### src/sparcIsaPkg.sv
// SPARC integer ISA constants used by the control unit
`default_nettype none

package sparcIsaPkg;

        localparam int DataW = 32;

        // register windows
        localparam int NumWindows = 8;
        localparam int CwpW = 3;

        // instruction field positions
        localparam int OpLsb = 30;          // op in ir[31:30]
        localparam int Op2Lsb = 22;         // op2 in ir[24:22]
        localparam int Op3Lsb = 19;         // op3 in ir[24:19]
        localparam int CondLsb = 25;        // cond in ir[28:25]
        localparam int StoreBit = 21;       // set for stores
        localparam int ImmBit = 13;         // simm13 instead of rs2

        localparam logic [1:0] OpBranch = 2'b00;
        localparam logic [1:0] OpCall = 2'b01;
        localparam logic [1:0] OpArith = 2'b10;
        localparam logic [1:0] OpMem = 2'b11;

        localparam logic [2:0] Op2Sethi = 3'b100;
        localparam logic [2:0] Op2Bicc = 3'b010;

        localparam logic [5:0] Op3Save = 6'b111100;
        localparam logic [5:0] Op3Restore = 6'b111101;
        localparam logic [5:0] Op3Ticc = 6'b111010;

        // icc bit order
        localparam int IccN = 3;
        localparam int IccZ = 2;
        localparam int IccV = 1;
        localparam int IccC = 0;

        typedef logic [3:0] condT;

        localparam int unsigned AddrLimit = 508;   // highest legal word address

        typedef logic [7:0] ttT;

        localparam ttT TrapWinOverflow = 8'h05;
        localparam ttT TrapWinUnderflow = 8'h06;
        localparam ttT TrapBadAddr = 8'h07;
        localparam ttT TrapTicc = 8'h80;

endpackage

`default_nettype wire

### src/ctrlPkg.sv
// Control unit types for sequencer states, datapath selects and trap requests
`default_nettype none

package ctrlPkg;

        typedef enum logic [4:0] {
                sFetch,
                sIfWait,
                sIrLoad,
                sDecode,
                sSethi,
                sAlu,
                sBranch,
                sWinWrite,
                sMemAddr,
                sLoadWait,
                sLoadMdr,
                sLoadWrite,
                sStoreMdr,
                sStoreWait,
                sEnd,
                sTrap
        } seqStateT;

        typedef enum logic [1:0] {
                aluResult,
                mdrData,
                pcValue
        } rfSrcT;

        typedef enum logic {
                regB,
                imm
        } aluBSrcT;

        typedef enum logic [1:0] {
                opPass,
                opAdd,
                opAlu         // datapath decodes op3
        } aluOpT;

        typedef enum logic [1:0] {
                npcSeq,
                npcDisp,
                npcTrap
        } npcSrcT;

        typedef enum logic {
                marPc,
                marAlu
        } marSrcT;

        // one bit per trap cause, highest priority first
        typedef struct packed {
                logic badAddr;
                logic winOver;
                logic winUnder;
                logic ticc;
        } trapReqT;

endpackage

`default_nettype wire

### src/ctrlIfs.sv
// Internal interfaces between the sequencer, the window checker and the trap queue
`timescale 1ns/100ps
`default_nettype none

interface winIf import sparcIsaPkg::*; ();

        logic save;
        logic restore;
        logic enterTrap;
        logic [CwpW-1:0] cwp;
        logic overflow;         // combinational from cwp and wim
        logic underflow;

        modport seq (output save, restore, enterTrap, input cwp, overflow, underflow);
        modport check (input save, restore, enterTrap, output cwp, overflow, underflow);

endinterface

interface trapIf import sparcIsaPkg::*, ctrlPkg::*; ();

        trapReqT req;           // one-cycle request pulses
        logic take;
        logic pending;
        ttT tt;

        modport seq (output req, take, input pending, tt);
        modport queue (input req, take, output pending, tt);

endinterface

`default_nettype wire

### src/condEval.sv
// Branch and trap condition evaluator over the integer condition codes
`timescale 1ns/100ps
`default_nettype none

module condEval import sparcIsaPkg::*;
(
        input  condT        cond,
        input  logic [3:0]  icc,
        output logic        taken
);

        logic base;

        always_comb
        begin
                case (cond[2:0])
                3'd0: base = 1'b0;
                3'd1: base = icc[IccZ];
                3'd2: base = icc[IccZ] | (icc[IccN] ^ icc[IccV]);
                3'd3: base = icc[IccN] ^ icc[IccV];
                3'd4: base = icc[IccC] | icc[IccZ];
                3'd5: base = icc[IccC];
                3'd6: base = icc[IccN];
                default: base = icc[IccV];
                endcase
                taken = base ^ cond[3];         // upper eight invert the lower eight
        end

endmodule

`default_nettype wire

### src/windowCheck.sv
// Current window pointer with overflow and underflow detection against the WIM
`timescale 1ns/100ps
`default_nettype none

module windowCheck import sparcIsaPkg::*;
(
        input  logic                  Clk,
        input  logic                  rstN,
        input  logic [NumWindows-1:0] wim,
        winIf.check                   win
);

        logic [CwpW-1:0] cwpReg;
        logic [CwpW-1:0] cwpDec;
        logic [CwpW-1:0] cwpInc;

        // wraps modulo the window count
        assign cwpDec = cwpReg - 1'b1;
        assign cwpInc = cwpReg + 1'b1;

        always_ff @(posedge Clk or negedge rstN)
        begin
                if (!rstN)
                        cwpReg <= '0;
                else if (win.enterTrap)
                        cwpReg <= '0;
                else if (win.save)
                        cwpReg <= cwpDec;
                else if (win.restore)
                        cwpReg <= cwpInc;
        end

        assign win.cwp = cwpReg;
        assign win.overflow = wim[cwpDec];      // save would enter an invalid window
        assign win.underflow = wim[cwpInc];

endmodule

`default_nettype wire

### src/trapQueue.sv
// Pending trap collector with fixed-priority trap type selection
`timescale 1ns/100ps
`default_nettype none

module trapQueue import sparcIsaPkg::*, ctrlPkg::*;
(
        input  logic  Clk,
        input  logic  rstN,
        trapIf.queue  trap
);

        trapReqT pendReg;

        always_ff @(posedge Clk or negedge rstN)
        begin
                if (!rstN)
                        pendReg <= '0;
                else if (trap.take)
                        pendReg <= '0;
                else
                        pendReg <= pendReg | trap.req;
        end

        assign trap.pending = |pendReg;

        always_comb
        begin
                if (pendReg.badAddr)
                        trap.tt = TrapBadAddr;
                else if (pendReg.winOver)
                        trap.tt = TrapWinOverflow;
                else if (pendReg.winUnder)
                        trap.tt = TrapWinUnderflow;
                else if (pendReg.ticc)
                        trap.tt = TrapTicc;
                else
                        trap.tt = '0;
        end

endmodule

`default_nettype wire

### src/ctrlSequencer.sv
// Fetch, decode and execute state machine driving the datapath strobes
`timescale 1ns/100ps
`default_nettype none

module ctrlSequencer import sparcIsaPkg::*, ctrlPkg::*;
(
        input  logic              Clk,
        input  logic              rstN,
        input  logic [DataW-1:0]  ir,
        input  logic [DataW-1:0]  aluAddr,
        input  logic              mfc,
        input  logic              taken,
        output condT              cond,
        output logic              mfa,
        output logic              memWrite,
        output logic              irLoad,
        output logic              marLoad,
        output marSrcT            marSrc,
        output logic              mdrLoad,
        output logic              rfWrite,
        output rfSrcT             rfSrc,
        output aluBSrcT           aluBSrc,
        output aluOpT             aluOp,
        output logic              pcLoad,
        output logic              npcLoad,
        output npcSrcT            npcSrc,
        output logic              trapEntry,
        winIf.seq                 win,
        trapIf.seq                trap
);

        seqStateT state;
        seqStateT stateNext;
        logic [1:0] op;
        logic [2:0] op2;
        logic [5:0] op3;

        assign op = ir[OpLsb +: 2];
        assign op2 = ir[Op2Lsb +: 3];
        assign op3 = ir[Op3Lsb +: 6];
        assign cond = ir[CondLsb +: 4];

        always_ff @(posedge Clk or negedge rstN)
        begin
                if (!rstN)
                        state <= sFetch;
                else
                        state <= stateNext;
        end

        // memory request held through the wait states
        assign mfa = (state == sIfWait) || (state == sLoadWait) || (state == sStoreWait);
        assign memWrite = (state == sStoreWait);

        always_comb
        begin
                stateNext = state;
                irLoad = 1'b0;
                marLoad = 1'b0;
                marSrc = marPc;
                mdrLoad = 1'b0;
                rfWrite = 1'b0;
                rfSrc = aluResult;
                aluBSrc = ir[ImmBit] ? imm : regB;
                aluOp = opAdd;
                pcLoad = 1'b0;
                npcLoad = 1'b0;
                npcSrc = npcSeq;
                trapEntry = 1'b0;
                win.save = 1'b0;
                win.restore = 1'b0;
                win.enterTrap = 1'b0;
                trap.req = '0;
                trap.take = 1'b0;

                case (state)
                sFetch:
                begin
                        marLoad = 1'b1;
                        stateNext = sIfWait;
                end
                sIfWait:
                        if (mfc)
                                stateNext = sIrLoad;
                sIrLoad:
                begin
                        irLoad = 1'b1;
                        stateNext = sDecode;
                end
                sDecode:
                begin
                        stateNext = sEnd;
                        case (op)
                        OpBranch:
                                if (op2 == Op2Sethi)
                                        stateNext = sSethi;
                                else if (op2 == Op2Bicc)
                                        stateNext = taken ? sBranch : sEnd;
                                else
                                        trap.req.badAddr = 1'b1;   // illegal op2
                        OpCall:
                                trap.req.badAddr = 1'b1;
                        OpArith:
                                if (op3 == Op3Save)
                                begin
                                        trap.req.winOver = win.overflow;
                                        win.save = !win.overflow;
                                        stateNext = win.overflow ? sEnd : sWinWrite;
                                end
                                else if (op3 == Op3Restore)
                                begin
                                        trap.req.winUnder = win.underflow;
                                        win.restore = !win.underflow;
                                        stateNext = win.underflow ? sEnd : sWinWrite;
                                end
                                else if (op3 == Op3Ticc)
                                        trap.req.ticc = taken;
                                else
                                        stateNext = sAlu;
                        OpMem:
                                stateNext = sMemAddr;
                        endcase
                end
                sSethi:
                begin
                        aluOp = opPass;
                        aluBSrc = imm;
                        rfWrite = 1'b1;
                        stateNext = sEnd;
                end
                sAlu:
                begin
                        aluOp = opAlu;
                        rfWrite = 1'b1;
                        stateNext = sEnd;
                end
                sBranch:
                begin
                        npcLoad = 1'b1;
                        npcSrc = npcDisp;
                        stateNext = sEnd;
                end
                sWinWrite:
                begin
                        rfWrite = 1'b1;         // rd in the new window
                        stateNext = sEnd;
                end
                sMemAddr:
                begin
                        marLoad = 1'b1;
                        marSrc = marAlu;
                        if (aluAddr > AddrLimit)
                        begin
                                trap.req.badAddr = 1'b1;
                                stateNext = sEnd;
                        end
                        else
                                stateNext = ir[StoreBit] ? sStoreMdr : sLoadWait;
                end
                sLoadWait:
                        if (mfc)
                                stateNext = sLoadMdr;
                sLoadMdr:
                begin
                        mdrLoad = 1'b1;
                        stateNext = sLoadWrite;
                end
                sLoadWrite:
                begin
                        rfWrite = 1'b1;
                        rfSrc = mdrData;
                        stateNext = sEnd;
                end
                sStoreMdr:
                begin
                        mdrLoad = 1'b1;
                        stateNext = sStoreWait;
                end
                sStoreWait:
                        if (mfc)
                                stateNext = sEnd;
                sEnd:
                begin
                        pcLoad = 1'b1;
                        npcLoad = 1'b1;
                        stateNext = trap.pending ? sTrap : sFetch;
                end
                sTrap:
                begin
                        trapEntry = 1'b1;
                        npcLoad = 1'b1;
                        npcSrc = npcTrap;
                        rfWrite = 1'b1;
                        rfSrc = pcValue;        // save pc into the trap window
                        win.enterTrap = 1'b1;
                        trap.take = 1'b1;
                        stateNext = sFetch;
                end
                default:
                        stateNext = sFetch;
                endcase
        end

endmodule

`default_nettype wire

### src/sparcCtrl.sv
// SPARC multi-cycle control unit top level
`timescale 1ns/100ps
`default_nettype none

module sparcCtrl import sparcIsaPkg::*, ctrlPkg::*;
(
        input  logic                  Clk,
        input  logic                  rstN,
        input  logic [DataW-1:0]      ir,
        input  logic [3:0]            icc,
        input  logic [NumWindows-1:0] wim,
        input  logic [DataW-1:0]      aluAddr,
        input  logic                  mfc,
        output logic                  mfa,
        output logic                  memWrite,
        output logic                  irLoad,
        output logic                  marLoad,
        output marSrcT                marSrc,
        output logic                  mdrLoad,
        output logic                  rfWrite,
        output rfSrcT                 rfSrc,
        output aluBSrcT               aluBSrc,
        output aluOpT                 aluOp,
        output logic                  pcLoad,
        output logic                  npcLoad,
        output npcSrcT                npcSrc,
        output logic                  trapEntry,
        output logic [CwpW-1:0]       cwp,
        output ttT                    tt
);

        condT cond;
        logic taken;

        winIf win ();
        trapIf trap ();

        assign cwp = win.cwp;
        assign tt = trap.tt;

        ctrlSequencer ctrlSequencer_i (
                .Clk       (Clk),
                .rstN      (rstN),
                .ir        (ir),
                .aluAddr   (aluAddr),
                .mfc       (mfc),
                .taken     (taken),
                .cond      (cond),
                .mfa       (mfa),
                .memWrite  (memWrite),
                .irLoad    (irLoad),
                .marLoad   (marLoad),
                .marSrc    (marSrc),
                .mdrLoad   (mdrLoad),
                .rfWrite   (rfWrite),
                .rfSrc     (rfSrc),
                .aluBSrc   (aluBSrc),
                .aluOp     (aluOp),
                .pcLoad    (pcLoad),
                .npcLoad   (npcLoad),
                .npcSrc    (npcSrc),
                .trapEntry (trapEntry),
                .win       (win.seq),
                .trap      (trap.seq)
        );

        condEval condEval_i (
                .cond  (cond),
                .icc   (icc),
                .taken (taken)
        );

        windowCheck windowCheck_i (
                .Clk  (Clk),
                .rstN (rstN),
                .wim  (wim),
                .win  (win.check)
        );

        trapQueue trapQueue_i (
                .Clk  (Clk),
                .rstN (rstN),
                .trap (trap.queue)
        );

endmodule

`default_nettype wire

### config.mk
export PLATFORM = sky130hd
export DESIGN_NAME = sparcCtrl
export DESIGN_NICKNAME = d
export VERILOG_FILES = /design/src/sparcIsaPkg.sv /design/src/ctrlPkg.sv /design/src/ctrlIfs.sv /design/src/condEval.sv /design/src/windowCheck.sv /design/src/trapQueue.sv /design/src/ctrlSequencer.sv /design/src/sparcCtrl.sv
export SDC_FILE = /design/constraint.sdc
export NUM_CORES = 1
export LEC_CHECK = 0
export ABC_CLOCK_PERIOD_IN_PS = 4900
export BUFFER_PORTS_ARGS = -buffer_cell sky130_fd_sc_hd__buf_4
export CORE_ASPECT_RATIO = 0.5
export CORE_MARGIN = 8
export CORE_UTILIZATION = 42
export CTS_CLUSTER_SIZE = 40
export DETAILED_ROUTE_END_ITERATION = 10
export MAX_ROUTING_LAYER = met4
export PLACE_DENSITY = 0.9
export SYNTH_ARGS = -nofsm -noshare
export SYNTH_HDL_FRONTEND = slang
export SYNTH_SLANG_ARGS = --single-unit
### constraint.sdc
create_clock -name Clk -period 4.9 [get_ports Clk]
set_input_delay 0.98 -clock Clk [delete_from_list [all_inputs] [get_ports Clk]]
set_output_delay 0.98 -clock Clk [all_outputs]
set_load 0.01 [all_outputs]
==> results.yml <==
clock_tree:
  hold_buffers: 0
  clockBufferDepth: 2
  post-cts-setup-buffer-count: 0
  path_clk_slew_ns: 0.05
  clkLatencyLatePin_ns: 0.24
  cts_tree: "yes"
  cts_resized: 0
  htreeDepth: 1
  cts_buffers: 3
  cts_sinks: 11
  root_buffer: "clkbuf_8"
grt:
  grt_overflow: 0
  grt_pass1_vias: 1603
  grt_pass1_wl_um: 7310
  grt_max_degree: 16
  track_usage_pct: 17.0
  antenna_found_initial: 0
die:
  initial_core_util_pct: 44.0
  pin_count: 107
  row_count: 14
  core-area_um2: 3000
  die-area_um2: 5300
  die_y_um: 55.6
  die_x_um: 95.2
logic_synthesis:
  syn_inst: 168
  synth_compound_area_share_pct: 20.3
  synth_fa_ha_area_share_pct: 1.90
  synth_edf_count: 0
  synth_top_family_by_area: "simple AND/OR/NAND/NOR gates"
  yosys.area_share.simple_pct: 30.9
  synthArstFlopShare_pct: 100
  synth_cell_type_count: 50
  yosysWarningCount: 0
  yosys_most_used_dff: "dfrtp_1"
  synthMuxAreaShare_pct: 13.0
  synthesis.area_um2: 1320
  ys_seq_area_share_pct: 20.9
  synth_xor_xnor_area_share_pct: 3.32
  yosys_register_bits: 11
  synth_area_per_cell_um2: 7.85
drt:
  drtIter0Drc: 78
  firstDrtPassIters: 4
  antenna_left: 0
  routedWlPerCell_um: 15.6
  drc: 0
  vias_per_cell: 5.53
  wirelength_um: 4440
  vias: 1577
sta:
  hold_slack_ns: 0.520
  period_share_pct: 51.2
  fmax_mhz: 398
  layout_min_cycle_time_ns: 2.51
  hold_violations: 0
  rsz0062_at_grt: "false"
  finalSetupTns_ns: 0
  layout_setup_ws_ns: 2.39
  drv_slew: 0
  setup_viol: 0
  skew_ns: 0.00169
outcome:
  run_status: "complete, no violations"
finish:
  final_nets: 327
  syn_to_final_growth_pct: 48.8
  fill_cells: 249
  regArea_um2: 275
  diodes: 0
  multiInputGateArea_um2: 931
  drive_gt1_share_pct: 39.2
critical_path:
  worst_ep_arrival_time_ns: 1.53
  path_max_fanout: 15
  critPathLaunchType: "flip-flop"
  worstSetupPathType: "flip-flop to output pin"
  crit_path_end_kind: "output pin"
  worstPathRequired_ns: 3.92
power_and_ir_drop:
  leakage_nw: 0.930
  ir_drop_mv: 0.191
  p_per_area_nw_per_um2: 384
  finalPower_mw: 0.753
worst_hold_path:
  min_path_type: "flip-flop to flip-flop"
place:
  numPortBuffers: 83
  gp_congestion: 0.870
  place_hpwl_um: 3710
  pre_cts_slack_ns: 2.29
flow_run:
  maxCapViolations: 0
report_power, final:
| group | leakage, nW | switching [mW] | internal, mW |
|---|---|---|---|
| sequential | 0.139 | 0.0631 | 0.118 |
| combinational | 0.768 | 0.238 | 0.242 |
| clock | 0.0228 | 0.0338 | 0.0571 |
metrics by stage:
step | cell area (µm²) | std cells | util (%)
2_1_floorplan | 1330 | 171 | -
3_3_place_gp | 1920 | 281 | 64.0
3_5_place_dp | 1920 | 281 | 64.0
4_1_cts | 1960 | 285 | 65.5
5_1_grt | 1960 | 285 | 65.5
6_report | 1960 | 285 | 65.5
state kept, by name, summed over array words and instances, names as in the netlist:
signal / count
trapQueue_i.pendReg: 4
windowCheck_i.win.cwp: 3
ctrlSequencer_i.state: 4
worst max-delay path, stage by stage (launching register included):
cell and delay, ns:
dfrtp_1 0.52, nand2b_1 0.24, nor3_1 0.33, buf_4 0.20
synthesized netlist by cell type (3+ instances only):
cell type	number	area, µm²
a21o_1	3	22.5
a21oi_1	9	45.0
a311oi_1	3	26.3
a31oi_1	3	18.8
buf_4	6	45.0
clkbuf_1	4	15.0
dfrtp_1	11	275
inv_1	9	33.8
mux2i_1	10	100
nand2_1	12	45.0
nand2b_1	5	31.3
nand3_1	8	40.0
nand4_1	5	31.3
nor2_1	18	67.6
nor2b_1	3	18.8
nor3_1	7	35.0
nor4_1	5	31.3
o21ai_0	5	25.0
o31ai_1	4	30.0
xor2_1	3	26.3
path summary, 6_finish.rpt:
check,start,end,slack [ns],depth (start not counted)
max,ctrlSequencer_i.state[2],marSrc,2.39,3
min in group asynchronous,rstN,ctrlSequencer_i.state[3],0.57,1
min,trapQueue_i.pendReg[1],trapQueue_i.pendReg[1],0.52,2
max reg2reg,windowCheck_i.win.cwp[0],windowCheck_i.win.cwp[1],2.40,6
max in group asynchronous,rstN,trapQueue_i.pendReg[1],4.18,1
min reg2reg,trapQueue_i.pendReg[1],trapQueue_i.pendReg[1],0.52,2
metal layers:
| metal | global-route usage (%) | vias to the layer above | share of wire (%) |
|---|---|---|---|
| li1 | - | 767 | - |
| met1 | 18.5 | 744 | 38 |
| met2 | 31.8 | 57 | 56 |
| met3 | 2.29 | 9 | 5.0 |
| met4 | 3.74 | 0 | 1.6 |
| met5 | - | - | 0 |
cells in the final DEF (no fill, tap or decap), types with 2 or more instances in the layout:
master	instances
xnor2_1	2
nor2b_1	3
a311oi_1	3
nor2_1	18
o31ai_1	4
inv_1	9
nor3_1	7
o21ai_0	5
o22ai_1	2
nor4_1	5
a31oi_1	3
xor2_1	3
mux2i_1	10
mux4_2	2
ha_1	2
nand2_1	12
dfrtp_1	11
nand4_1	5
nand3_1	8
or2b_2	2
buf_4	83
a21o_1	3
clkbuf_8	3
a21oi_1	9
conb_1	4
nand2b_1	5
cell families after synthesis:
| kind of cell | count (synthesis) |
|---|---|
| simple gates | 74 |
| compound gates | 39 |
| buf+inv | 23 |
| mux | 13 |
| flops | 11 |
| xor+xnor | 5 |
| fa+ha+maj | 2 |
| other cells | 1 |
final cells by class:
type / instances / share of cell area [%]
sequential: 11 / 14.0
multi-input combinational: 137 / 47.4
timing repair buffer: 83 / 31.8
clock buffer: 4 / 2.30
inverter: 10 / 1.91
tap: 40 / 2.55
No activity file was read; power rests on OpenSTA's default activity.
